**config.mk**
```make
export PLATFORM = sky130hd
export DESIGN_NAME = mister_frame
export DESIGN_NICKNAME = d
export VERILOG_FILES = /design/src/design/mister_pkg.sv /design/src/design/ddr_req_if.sv /design/src/design/rom_dwnld.sv /design/src/design/sync_resync.sv /design/src/design/ddr_mux.sv /design/src/design/mister_frame.sv
export SDC_FILE = /design/constraint.sdc
export NUM_CORES = 1
export LEC_CHECK = 0
export BUFFER_PORTS_ARGS = -buffer_cell sky130_fd_sc_hd__buf_2
export CORE_AREA = 2 2 104 106
export CTS_BUF_LIST = sky130_fd_sc_hd__clkbuf_16
export CTS_CLUSTER_DIAMETER = 120
export DETAILED_ROUTE_END_ITERATION = 12
export DIE_AREA = 0 0 106 108
export PLACE_DENSITY = 0.63
export SLEW_MARGIN = 20
export SYNTH_ARGS = -nofsm -noshare
export SYNTH_HDL_FRONTEND = slang
export SYNTH_SLANG_ARGS = --single-unit
export TNS_END_PERCENT = 20
```
**constraint.sdc**
```tcl
create_clock -name clk_rom -period 9.7 [get_ports clk_rom]
set_input_delay 0.97 -clock clk_rom [delete_from_list [all_inputs] [get_ports clk_rom]]
set_output_delay 0.97 -clock clk_rom [all_outputs]
set_load 0.05 [all_outputs]
```
**src/design/mister_pkg.sv**
```systemverilog
// Frame wrapper shared definitions
package mister_pkg;

    // Host download byte address
    localparam int HPS_AW = 27;

    // DDR port geometry
    localparam int DDR_AW  = 29;
    localparam int DDR_BCW = 8;
    localparam int DDR_DW  = 64;
    // One enable per data byte
    localparam int DDR_BEW = DDR_DW / 8;

    // Sync offsets from the OSD status word, 0 to 15
    localparam int OFFW = 4;

    // Download index used by the host for ROM loads
    localparam logic [7:0] ROM_INDEX = 8'd0;

    // SDRAM programming word
    // Mask bits are active low, bit 1 covers the high byte
    typedef struct packed {
        logic [15:0] data;
        logic [1:0]  mask;
    } prog_word_t;

endpackage

```
**src/design/ddr_req_if.sv**
```systemverilog
// DDR request bundle
interface ddr_req_if;
    import mister_pkg::*;

    logic [DDR_BCW-1:0] burstcnt;
    logic [DDR_AW-1:0]  addr;
    logic               rd;
    logic               we;
    logic [DDR_BEW-1:0] be;
    // Request is taken when busy is low, held otherwise
    logic               busy;

    modport requester (
        output burstcnt, addr, rd, we, be,
        input  busy
    );

    modport arbiter (
        input  burstcnt, addr, rd, we, be,
        output busy
    );

endinterface

```
**src/design/rom_dwnld.sv**
```systemverilog
// ROM download to SDRAM programming words
module rom_dwnld #(
    parameter int SDRAMW = 23
)(
    input  logic                          clk_rom,
    input  logic                          rst,
    input  logic                          hps_download,
    input  logic [7:0]                    hps_index,
    input  logic                          hps_wr,
    input  logic [mister_pkg::HPS_AW-1:0] hps_addr,
    input  logic [7:0]                    hps_dout,
    input  logic                          prog_ready,
    output logic                          hps_wait,
    output logic                          prog_valid,
    output logic [SDRAMW-1:0]             prog_addr,
    output logic [15:0]                   prog_data,
    output logic [1:0]                    prog_mask,
    output logic                          downloading
);
    import mister_pkg::*;

    prog_word_t word;
    logic       rom_sel;
    logic       take;

    // Only the ROM index counts as a download here
    assign rom_sel = hps_download && (hps_index == ROM_INDEX);

    // New byte accepted only when no word is pending
    assign take = rom_sel && hps_wr && !prog_valid;

    always_ff @(posedge clk_rom) begin
        if (rst) begin
            downloading <= 1'b0;
            prog_valid  <= 1'b0;
        end else begin
            downloading <= rom_sel;
            if (take) begin
                prog_valid <= 1'b1;
            end else if (prog_valid && prog_ready) begin
                prog_valid <= 1'b0;
            end
        end
    end

    // Word capture, held while waiting for the handshake
    always_ff @(posedge clk_rom) begin
        if (take) begin
            word.data <= {hps_dout, hps_dout};
            // Odd byte address goes to the upper half
            word.mask <= hps_addr[0] ? 2'b01 : 2'b10;
            prog_addr <= hps_addr[SDRAMW:1];
        end
    end

    assign prog_data = word.data;
    assign prog_mask = word.mask;

    // Host holds off while a word waits
    assign hps_wait = prog_valid;

endmodule

```
**src/design/sync_resync.sv**
```systemverilog
// Sync pulse resynchronizer
module sync_resync (
    input  logic                        clk_rom,
    input  logic                        rst,
    input  logic                        pxl_cen,
    input  logic                        hs,
    input  logic                        vs,
    input  logic [mister_pkg::OFFW-1:0] hoffset,
    input  logic [mister_pkg::OFFW-1:0] voffset,
    output logic                        hs_out,
    output logic                        vs_out
);
    import mister_pkg::*;

    localparam int DEPTH = 2 ** OFFW;

    logic [DEPTH-1:0] hs_dly;
    logic [DEPTH-1:0] vs_dly;
    logic             hs_last;
    logic             hs_rise;

    // Line boundary, seen on pixel enables only
    assign hs_rise = hs && !hs_last;

    // Horizontal delay counted in pixels
    always_ff @(posedge clk_rom) begin
        if (rst) begin
            hs_dly  <= '0;
            hs_last <= 1'b0;
            hs_out  <= 1'b0;
        end else if (pxl_cen) begin
            hs_dly  <= {hs_dly[DEPTH-2:0], hs};
            hs_last <= hs;
            hs_out  <= hs_dly[hoffset];
        end
    end

    // Vertical delay counted in lines
    always_ff @(posedge clk_rom) begin
        if (rst) begin
            vs_dly <= '0;
            vs_out <= 1'b0;
        end else if (pxl_cen && hs_rise) begin
            vs_dly <= {vs_dly[DEPTH-2:0], vs};
            vs_out <= vs_dly[voffset];
        end
    end

endmodule

```
**src/design/ddr_mux.sv**
```systemverilog
// DDR port arbiter
module ddr_mux (
    input  logic                           clk_rom,
    input  logic                           rst,
    input  logic                           downloading,
    input  logic                           ddr_busy,
    ddr_req_if.arbiter                     ld,
    ddr_req_if.arbiter                     rot,
    output logic [mister_pkg::DDR_BCW-1:0] ddr_burstcnt,
    output logic [mister_pkg::DDR_AW-1:0]  ddr_addr,
    output logic                           ddr_rd,
    output logic                           ddr_we,
    output logic [mister_pkg::DDR_BEW-1:0] ddr_be
);

    logic ld_own;
    logic owner_idle;

    assign owner_idle = ld_own ? !(ld.rd || ld.we) : !(rot.rd || rot.we);

    // Ownership follows the download flag, switching only between requests
    always_ff @(posedge clk_rom) begin
        if (rst) begin
            ld_own <= 1'b0;
        end else if (owner_idle) begin
            ld_own <= downloading;
        end
    end

    always_comb begin
        if (ld_own) begin
            ddr_burstcnt = ld.burstcnt;
            ddr_addr     = ld.addr;
            ddr_rd       = ld.rd;
            ddr_we       = ld.we;
            ddr_be       = ld.be;
            ld.busy      = ddr_busy;
            rot.busy     = 1'b1;
        end else begin
            ddr_burstcnt = rot.burstcnt;
            ddr_addr     = rot.addr;
            ddr_rd       = rot.rd;
            ddr_we       = rot.we;
            ddr_be       = rot.be;
            ld.busy      = 1'b1;
            rot.busy     = ddr_busy;
        end
    end

endmodule

```
**src/design/mister_frame.sv**
```systemverilog
// Game frame wrapper top level
module mister_frame #(
    parameter int SDRAMW = 23
)(
    input  logic                           clk_rom,
    input  logic                           rst,
    input  logic [31:0]                    status,
    input  logic                           hps_download,
    input  logic [7:0]                     hps_index,
    input  logic                           hps_wr,
    input  logic [mister_pkg::HPS_AW-1:0]  hps_addr,
    input  logic [7:0]                     hps_dout,
    input  logic                           prog_ready,
    input  logic                           pxl_cen,
    input  logic                           hs,
    input  logic                           vs,
    input  logic [mister_pkg::DDR_BCW-1:0] ld_burstcnt,
    input  logic [mister_pkg::DDR_AW-1:0]  ld_addr,
    input  logic                           ld_rd,
    input  logic [mister_pkg::DDR_BCW-1:0] rot_burstcnt,
    input  logic [mister_pkg::DDR_AW-1:0]  rot_addr,
    input  logic                           rot_rd,
    input  logic                           rot_we,
    input  logic [mister_pkg::DDR_BEW-1:0] rot_be,
    input  logic                           ddr_busy,
    output logic                           hps_wait,
    output logic                           prog_valid,
    output logic [SDRAMW-1:0]              prog_addr,
    output logic [15:0]                    prog_data,
    output logic [1:0]                     prog_mask,
    output logic                           downloading,
    output logic                           hs_resync,
    output logic                           vs_resync,
    output logic                           ld_busy,
    output logic                           rot_busy,
    output logic [mister_pkg::DDR_BCW-1:0] ddr_burstcnt,
    output logic [mister_pkg::DDR_AW-1:0]  ddr_addr,
    output logic                           ddr_rd,
    output logic                           ddr_we,
    output logic [mister_pkg::DDR_BEW-1:0] ddr_be
);
    import mister_pkg::*;

    logic [OFFW-1:0] hoffset;
    logic [OFFW-1:0] voffset;

    ddr_req_if ld_bus();
    ddr_req_if rot_bus();

    // OSD offsets
    assign {voffset, hoffset} = status[31:24];

    // Fast loader only reads
    assign ld_bus.burstcnt = ld_burstcnt;
    assign ld_bus.addr     = ld_addr;
    assign ld_bus.rd       = ld_rd;
    assign ld_bus.we       = 1'b0;
    assign ld_bus.be       = '1;
    assign ld_busy         = ld_bus.busy;

    assign rot_bus.burstcnt = rot_burstcnt;
    assign rot_bus.addr     = rot_addr;
    assign rot_bus.rd       = rot_rd;
    assign rot_bus.we       = rot_we;
    assign rot_bus.be       = rot_be;
    assign rot_busy         = rot_bus.busy;

    rom_dwnld #(.SDRAMW(SDRAMW)) u_dwnld (
        .clk_rom      ( clk_rom      ),
        .rst          ( rst          ),
        .hps_download ( hps_download ),
        .hps_index    ( hps_index    ),
        .hps_wr       ( hps_wr       ),
        .hps_addr     ( hps_addr     ),
        .hps_dout     ( hps_dout     ),
        .prog_ready   ( prog_ready   ),
        .hps_wait     ( hps_wait     ),
        .prog_valid   ( prog_valid   ),
        .prog_addr    ( prog_addr    ),
        .prog_data    ( prog_data    ),
        .prog_mask    ( prog_mask    ),
        .downloading  ( downloading  )
    );

    sync_resync u_resync (
        .clk_rom ( clk_rom   ),
        .rst     ( rst       ),
        .pxl_cen ( pxl_cen   ),
        .hs      ( hs        ),
        .vs      ( vs        ),
        .hoffset ( hoffset   ),
        .voffset ( voffset   ),
        .hs_out  ( hs_resync ),
        .vs_out  ( vs_resync )
    );

    ddr_mux u_ddrmux (
        .clk_rom      ( clk_rom      ),
        .rst          ( rst          ),
        .downloading  ( downloading  ),
        .ddr_busy     ( ddr_busy     ),
        .ld           ( ld_bus       ),
        .rot          ( rot_bus      ),
        .ddr_burstcnt ( ddr_burstcnt ),
        .ddr_addr     ( ddr_addr     ),
        .ddr_rd       ( ddr_rd       ),
        .ddr_we       ( ddr_we       ),
        .ddr_be       ( ddr_be       )
    );

endmodule

```
# Yosys cells after proc, flatten, opt, wreduce, memory -nomap -nowiden
# Index checks and enable logic that the tools add are counted.
# word_totals
register_bits	79
input_bits	169
output_inout_bits	95
wordCells	41
# op_classes
magnitude_cmp	2
mux	15
n_reduce_logical	13
# ops
operator	n
$mux W29	1
$mux W8	2
$lt A4 B5 Y1 const B	2
$mux W1	9
$bmux W1 S4	2
$logic_not A8 Y1	1
$logic_and A1 B1 Y1	6
$logic_not A1 Y1	4
$mux W2	1
$reduce_bool A2 Y1	1
$logic_or A1 B1 Y1	1

# Longest topological paths before layout
# logic_depth
ltp_word	5
mapped_depth	5
ltp_nobuf	4

# Hierarchy
# A second synthesis with hierarchy kept.
# hier_totals
hier_cells	267
hier_area_um2	3519.6
# modules_own_cells
module	n_inst	cells_each	area_each_um2	seq_area_each_um2
sync_resync	1	151	1456.4	680.7
rom_dwnld	1	55	1189.9	1031.0
ddr_mux	1	59	865.8	20.0
mister_frame	1	2	7.5	0.0

# Worst setup path before layout
# OpenSTA, ideal clock, no wires.
# synth_path
path_kind	in2reg
from	in hps_index[2]
to	reg u_dwnld.prog_addr[0] (enable)
setup_ps	474
arrival_time_ps	3915
required_time_ps	9226
slack_ps	5311
stages	3
n_path_buf	0
cell_sequence	nor4_1 -> nand4b_1 -> nor3b_1
# synth_between
elab_chain_len	4
# synth_rtl
item	line_no	text
start, declared	mister_frame.sv:9	input logic [7:0] hps_index,
$logic_not A8 Y1	rom_dwnld.sv:27	assign rom_sel = hps_download && (hps_index == ROM_INDEX);
$logic_and A1 B1 Y1	rom_dwnld.sv:27	
$logic_and A1 B1 Y1 (2 in series)	rom_dwnld.sv:30	assign take = rom_sel && hps_wr && !prog_valid;
named net u_dwnld.take	rom_dwnld.sv:24	logic take;
end signal, assigned	rom_dwnld.sv:52	prog_addr <= hps_addr[SDRAMW:1];
end, declared	rom_dwnld.sv:15	output logic [SDRAMW-1:0] prog_addr,
# The timed path passes the listed nets, and every way through them passes these cells.
# A chain may end at the register's enable or synchronous reset.

# Worst setup path in the final report
# layout_path
from	reg u_ddrmux.ld_own
to	out ddr_addr[1] in the netlist's numbering
# layout_between
elab_chain_len	1
# layout_rtl
item	line_no	text
start, declared	ddr_mux.sv:16	logic ld_own;
start signal, assigned	ddr_mux.sv:26	ld_own <= downloading;
$mux W29	ddr_mux.sv:31	if (ld_own) begin
end, declared	mister_frame.sv:37	output logic [mister_pkg::DDR_AW-1:0] ddr_addr,
# Every way passes these cells.

==> run_results.csv <==
group,metric,value,unit
yosys,synth_top_area_cell,"edfxtp_1",
flow_run,cap_viol_max_count,0,
clock_network,clk_pin_slew,60,ps
worst_setup_path,path_max_fanout,50,
yosys,synth-seq-cells,70,
yosys,synth_nets,432,
sta,finalHoldViolations,0,
clock_network,htreeDepth,3,
placement,port_buffers,236,
global_route,grt_start_max_net_pins,51,
worst_setup_path,setup.worst_path.class,"reg -> out",
sta,tightestPinTransition,1000,ps
clock_network,ctsLongestPathBuffers,2,
floorplan,fp.dieW,106,µm
global_route,grt_usage,16.3,%
drt,postRouteAntennaNets,0,
drt,drt-pass1-iter-count,4,
worst_setup_path,end_kind,"primary output",
global_route,antenna_found_initial,2,
drt,wl_per_cell,15.9,µm
worst_setup_path,cp.arrival,2000,ps
sta,period_needed,2970,ps
clock_network,tritoncts,"built",
clock_network,root_buffer,"clkbuf_16",
sta,slew_headroom,33.2,%
clock_network,clk_latency,320,ps
sta,setup_viol,0,
yosys,synthTopCellsByArea,"edfxtp_1 (31%), dfxtp_1 (23%), mux2_2 (14%), mux2i_1 (6.3%), nand2_1 (4.3%)",
floorplan,dieArea,11400,µm²
worst_setup_path,cp-start-kind,"flip-flop",
pwr,pwr-share-comb,13.7,%
drt,drc,0,
pwr,peakVddDrop,0.0710,mV
worst_setup_path,critPathRequiredTime,8730,ps
clock_network,clock-sinks,70,
sta,period_share,30.6,%
pwr,intPower,0.565,mW
finish,area_growth,49.2,%
yosys,yosys_warnings,0,
global_route,gr-total-overflow,0,
floorplan,ios,264,
floorplan,initial_core_util,30.9,%
sta,timing.setup.tns,0,ps
sta,rsz0062_at_grt,"false",
floorplan,rows,37,
yosys,syn_avg_cell_area,12.0,µm²
floorplan,die_y,108,µm
sta,fin_hold_ws,459,ps
pwr,p_sw_share,25.1,%
yosys,synth_flop_cell,"dfxtp_1",
pwr,p_switching,0.189,mW
pwr,power_density,160,nW/µm²
drt,num_vias,2827,
outcome,status,"complete, no violations",
sta,fin_skew,4.84,ps
drt,viasPerCell,4.50,
global_route,grt_pass1_vias,2632,
placement,hpwl,8.21,mm
pwr,clock_power_share,45.0,%
placement,finalWeightedCongestion,0.747,
worst_hold_path,hold_class,"reg -> reg",
sta,maxSlewViolCount,0,
global_route,grt_pass1_wl,14.2,mm
yosys,synth_seq_area_share,54.8,%
clock_network,post-cts-setup-buffers,0,
drt,wirelength,9.96,mm
yosys,synth.cell_area,3160,µm²
pwr,leakagePower,2.16,nW
clock_network,cts_resized,0,
clock_network,hold_buffers,0,
floorplan,core_area,10200,µm²
yosys,synth_cell_types,29,
drt,first_iter_violations,154,
yosys,synth-edff-count,33,
clock_network,numCtsBuffers,9,
yosys,synthesis.instances,263,
yosys,synthDominantCellAreaShare,31.3,%
finish,fin_nets,655,
yosys,synth_async_sr_flop_share,0,%
sta,clock.fmax,337,MHz
sta,timing.final.ws_setup,6730,ps
placement,dp_slack,6230,ps
finish,drive_above_1_share,62.5,%
pwr,pwr-share-seq,41.2,%
-- logic make-up after synthesis --
| family | Yosys count | share of synthesized area, % |
|---|---|---|
| AND/OR/NAND/NOR | 78 | 11.2 |
| flip-flops | 70 | 54.8 |
| multiplexers | 65 | 25.3 |
| buffers and inverters | 26 | 4.31 |
| AO/OA/AOI/OAI | 24 | 4.35 |
-- stage by stage --
step	total power [mW]	utilization, %	cell area (µm²)	instances
floorplan	0.379	-	3160	263
global placement	0.420	42.9	4390	611
detailed placement	0.421	42.9	4390	611
CTS	0.761	46.0	4710	627
global route	0.782	46.1	4720	628
finish	0.754	46.1	4720	628
-- sequential cells by signal, indices dropped and copies added, names as in the netlist --
signal and cells:
u_dwnld.downloading 1, u_resync.hs_out 1, u_ddrmux.ld_own 1, u_dwnld.prog_mask 2, u_resync.vs_out 1, u_dwnld.prog_addr 23, u_dwnld.hps_wait 1, u_resync.hs_dly 16
u_dwnld.prog_data 8, u_resync.vs_dly 16
-- worst max-delay path, stage by stage (launching register included) --
cell and delay [ps]:
dfxtp_2 980, mux2_2 460, buf_2 220
-- synthesized netlist by cell type, drive strengths merged, types with 2 or more instances --
cell     n
mux2    38
dfxtp   37
nand2   36
edfxtp  33
nor2    21
mux2i   20
a21oi   18
buf     17
or2      9
clkbuf   8
mux4     7
nor2b    3
a221oi   2
nand3b   2
-- metal layers --
layer	part of all wire, %	GRT usage (%)	vias up
met4	1.1	4.70	2
met1	41	20.6	1334
met5	0.10	0	-
met2	50	26.9	108
li1	-	-	1375
met3	7.3	5.30	8
-- layout make-up --
type	instances	area [µm²]
Sequential cell	70	1730
Timing Repair Buffer	237	1190
Antenna cell	1	2.50
Clock buffer	10	250
Fill cell	986	5510
Tap cell	136	170
Multi-Input combinational cell	167	1310
Clock inverter	6	63.8
Inverter	1	3.75
-- power groups by stage --
stage | registers [mW] | clock network, mW | logic [mW]
after detailed placement | 0.317 | 0 | 0.104
after global placement | 0.317 | 0 | 0.103
final | 0.311 | 0.340 | 0.104
after CTS | 0.311 | 0.346 | 0.104
after global routing | 0.311 | 0.362 | 0.110
after floorplan | 0.318 | 0 | 0.0609
-- cells in the final DEF, fill, tap and decap left out, types with 2 or more instances in the layout --
cell         n
nand2_1     36
mux4_2       3
inv_6        2
dfxtp_1     36
mux2i_1     20
nor2_1      21
a21oi_1     18
or2_2        9
a221oi_1     2
mux4_1       4
edfxtp_1    33
buf_2      236
mux2_2      38
nor2b_1      3
clkbuf_16   10
nand3b_1     2
clkinv_2     2
-- worst paths after layout --
check                                     start                         endpoint  slack [ps]  cells past startpoint
hold / removal     u_resync.vs_out$_SDFFE_PP0P_     u_resync.vs_out$_SDFFE_PP0P_         460                      2
setup reg to reg  u_dwnld.hps_wait$_SDFFE_PP0P_  u_dwnld.prog_addr[15]$_DFFE_PP_        7940                      2
hold reg to reg    u_resync.vs_out$_SDFFE_PP0P_     u_resync.vs_out$_SDFFE_PP0P_         460                      2
setup / recovery   u_ddrmux.ld_own$_SDFFE_PP0P_                      ddr_addr[1]        6730                      2
Note: power is estimated with default switching activity, not from simulation.
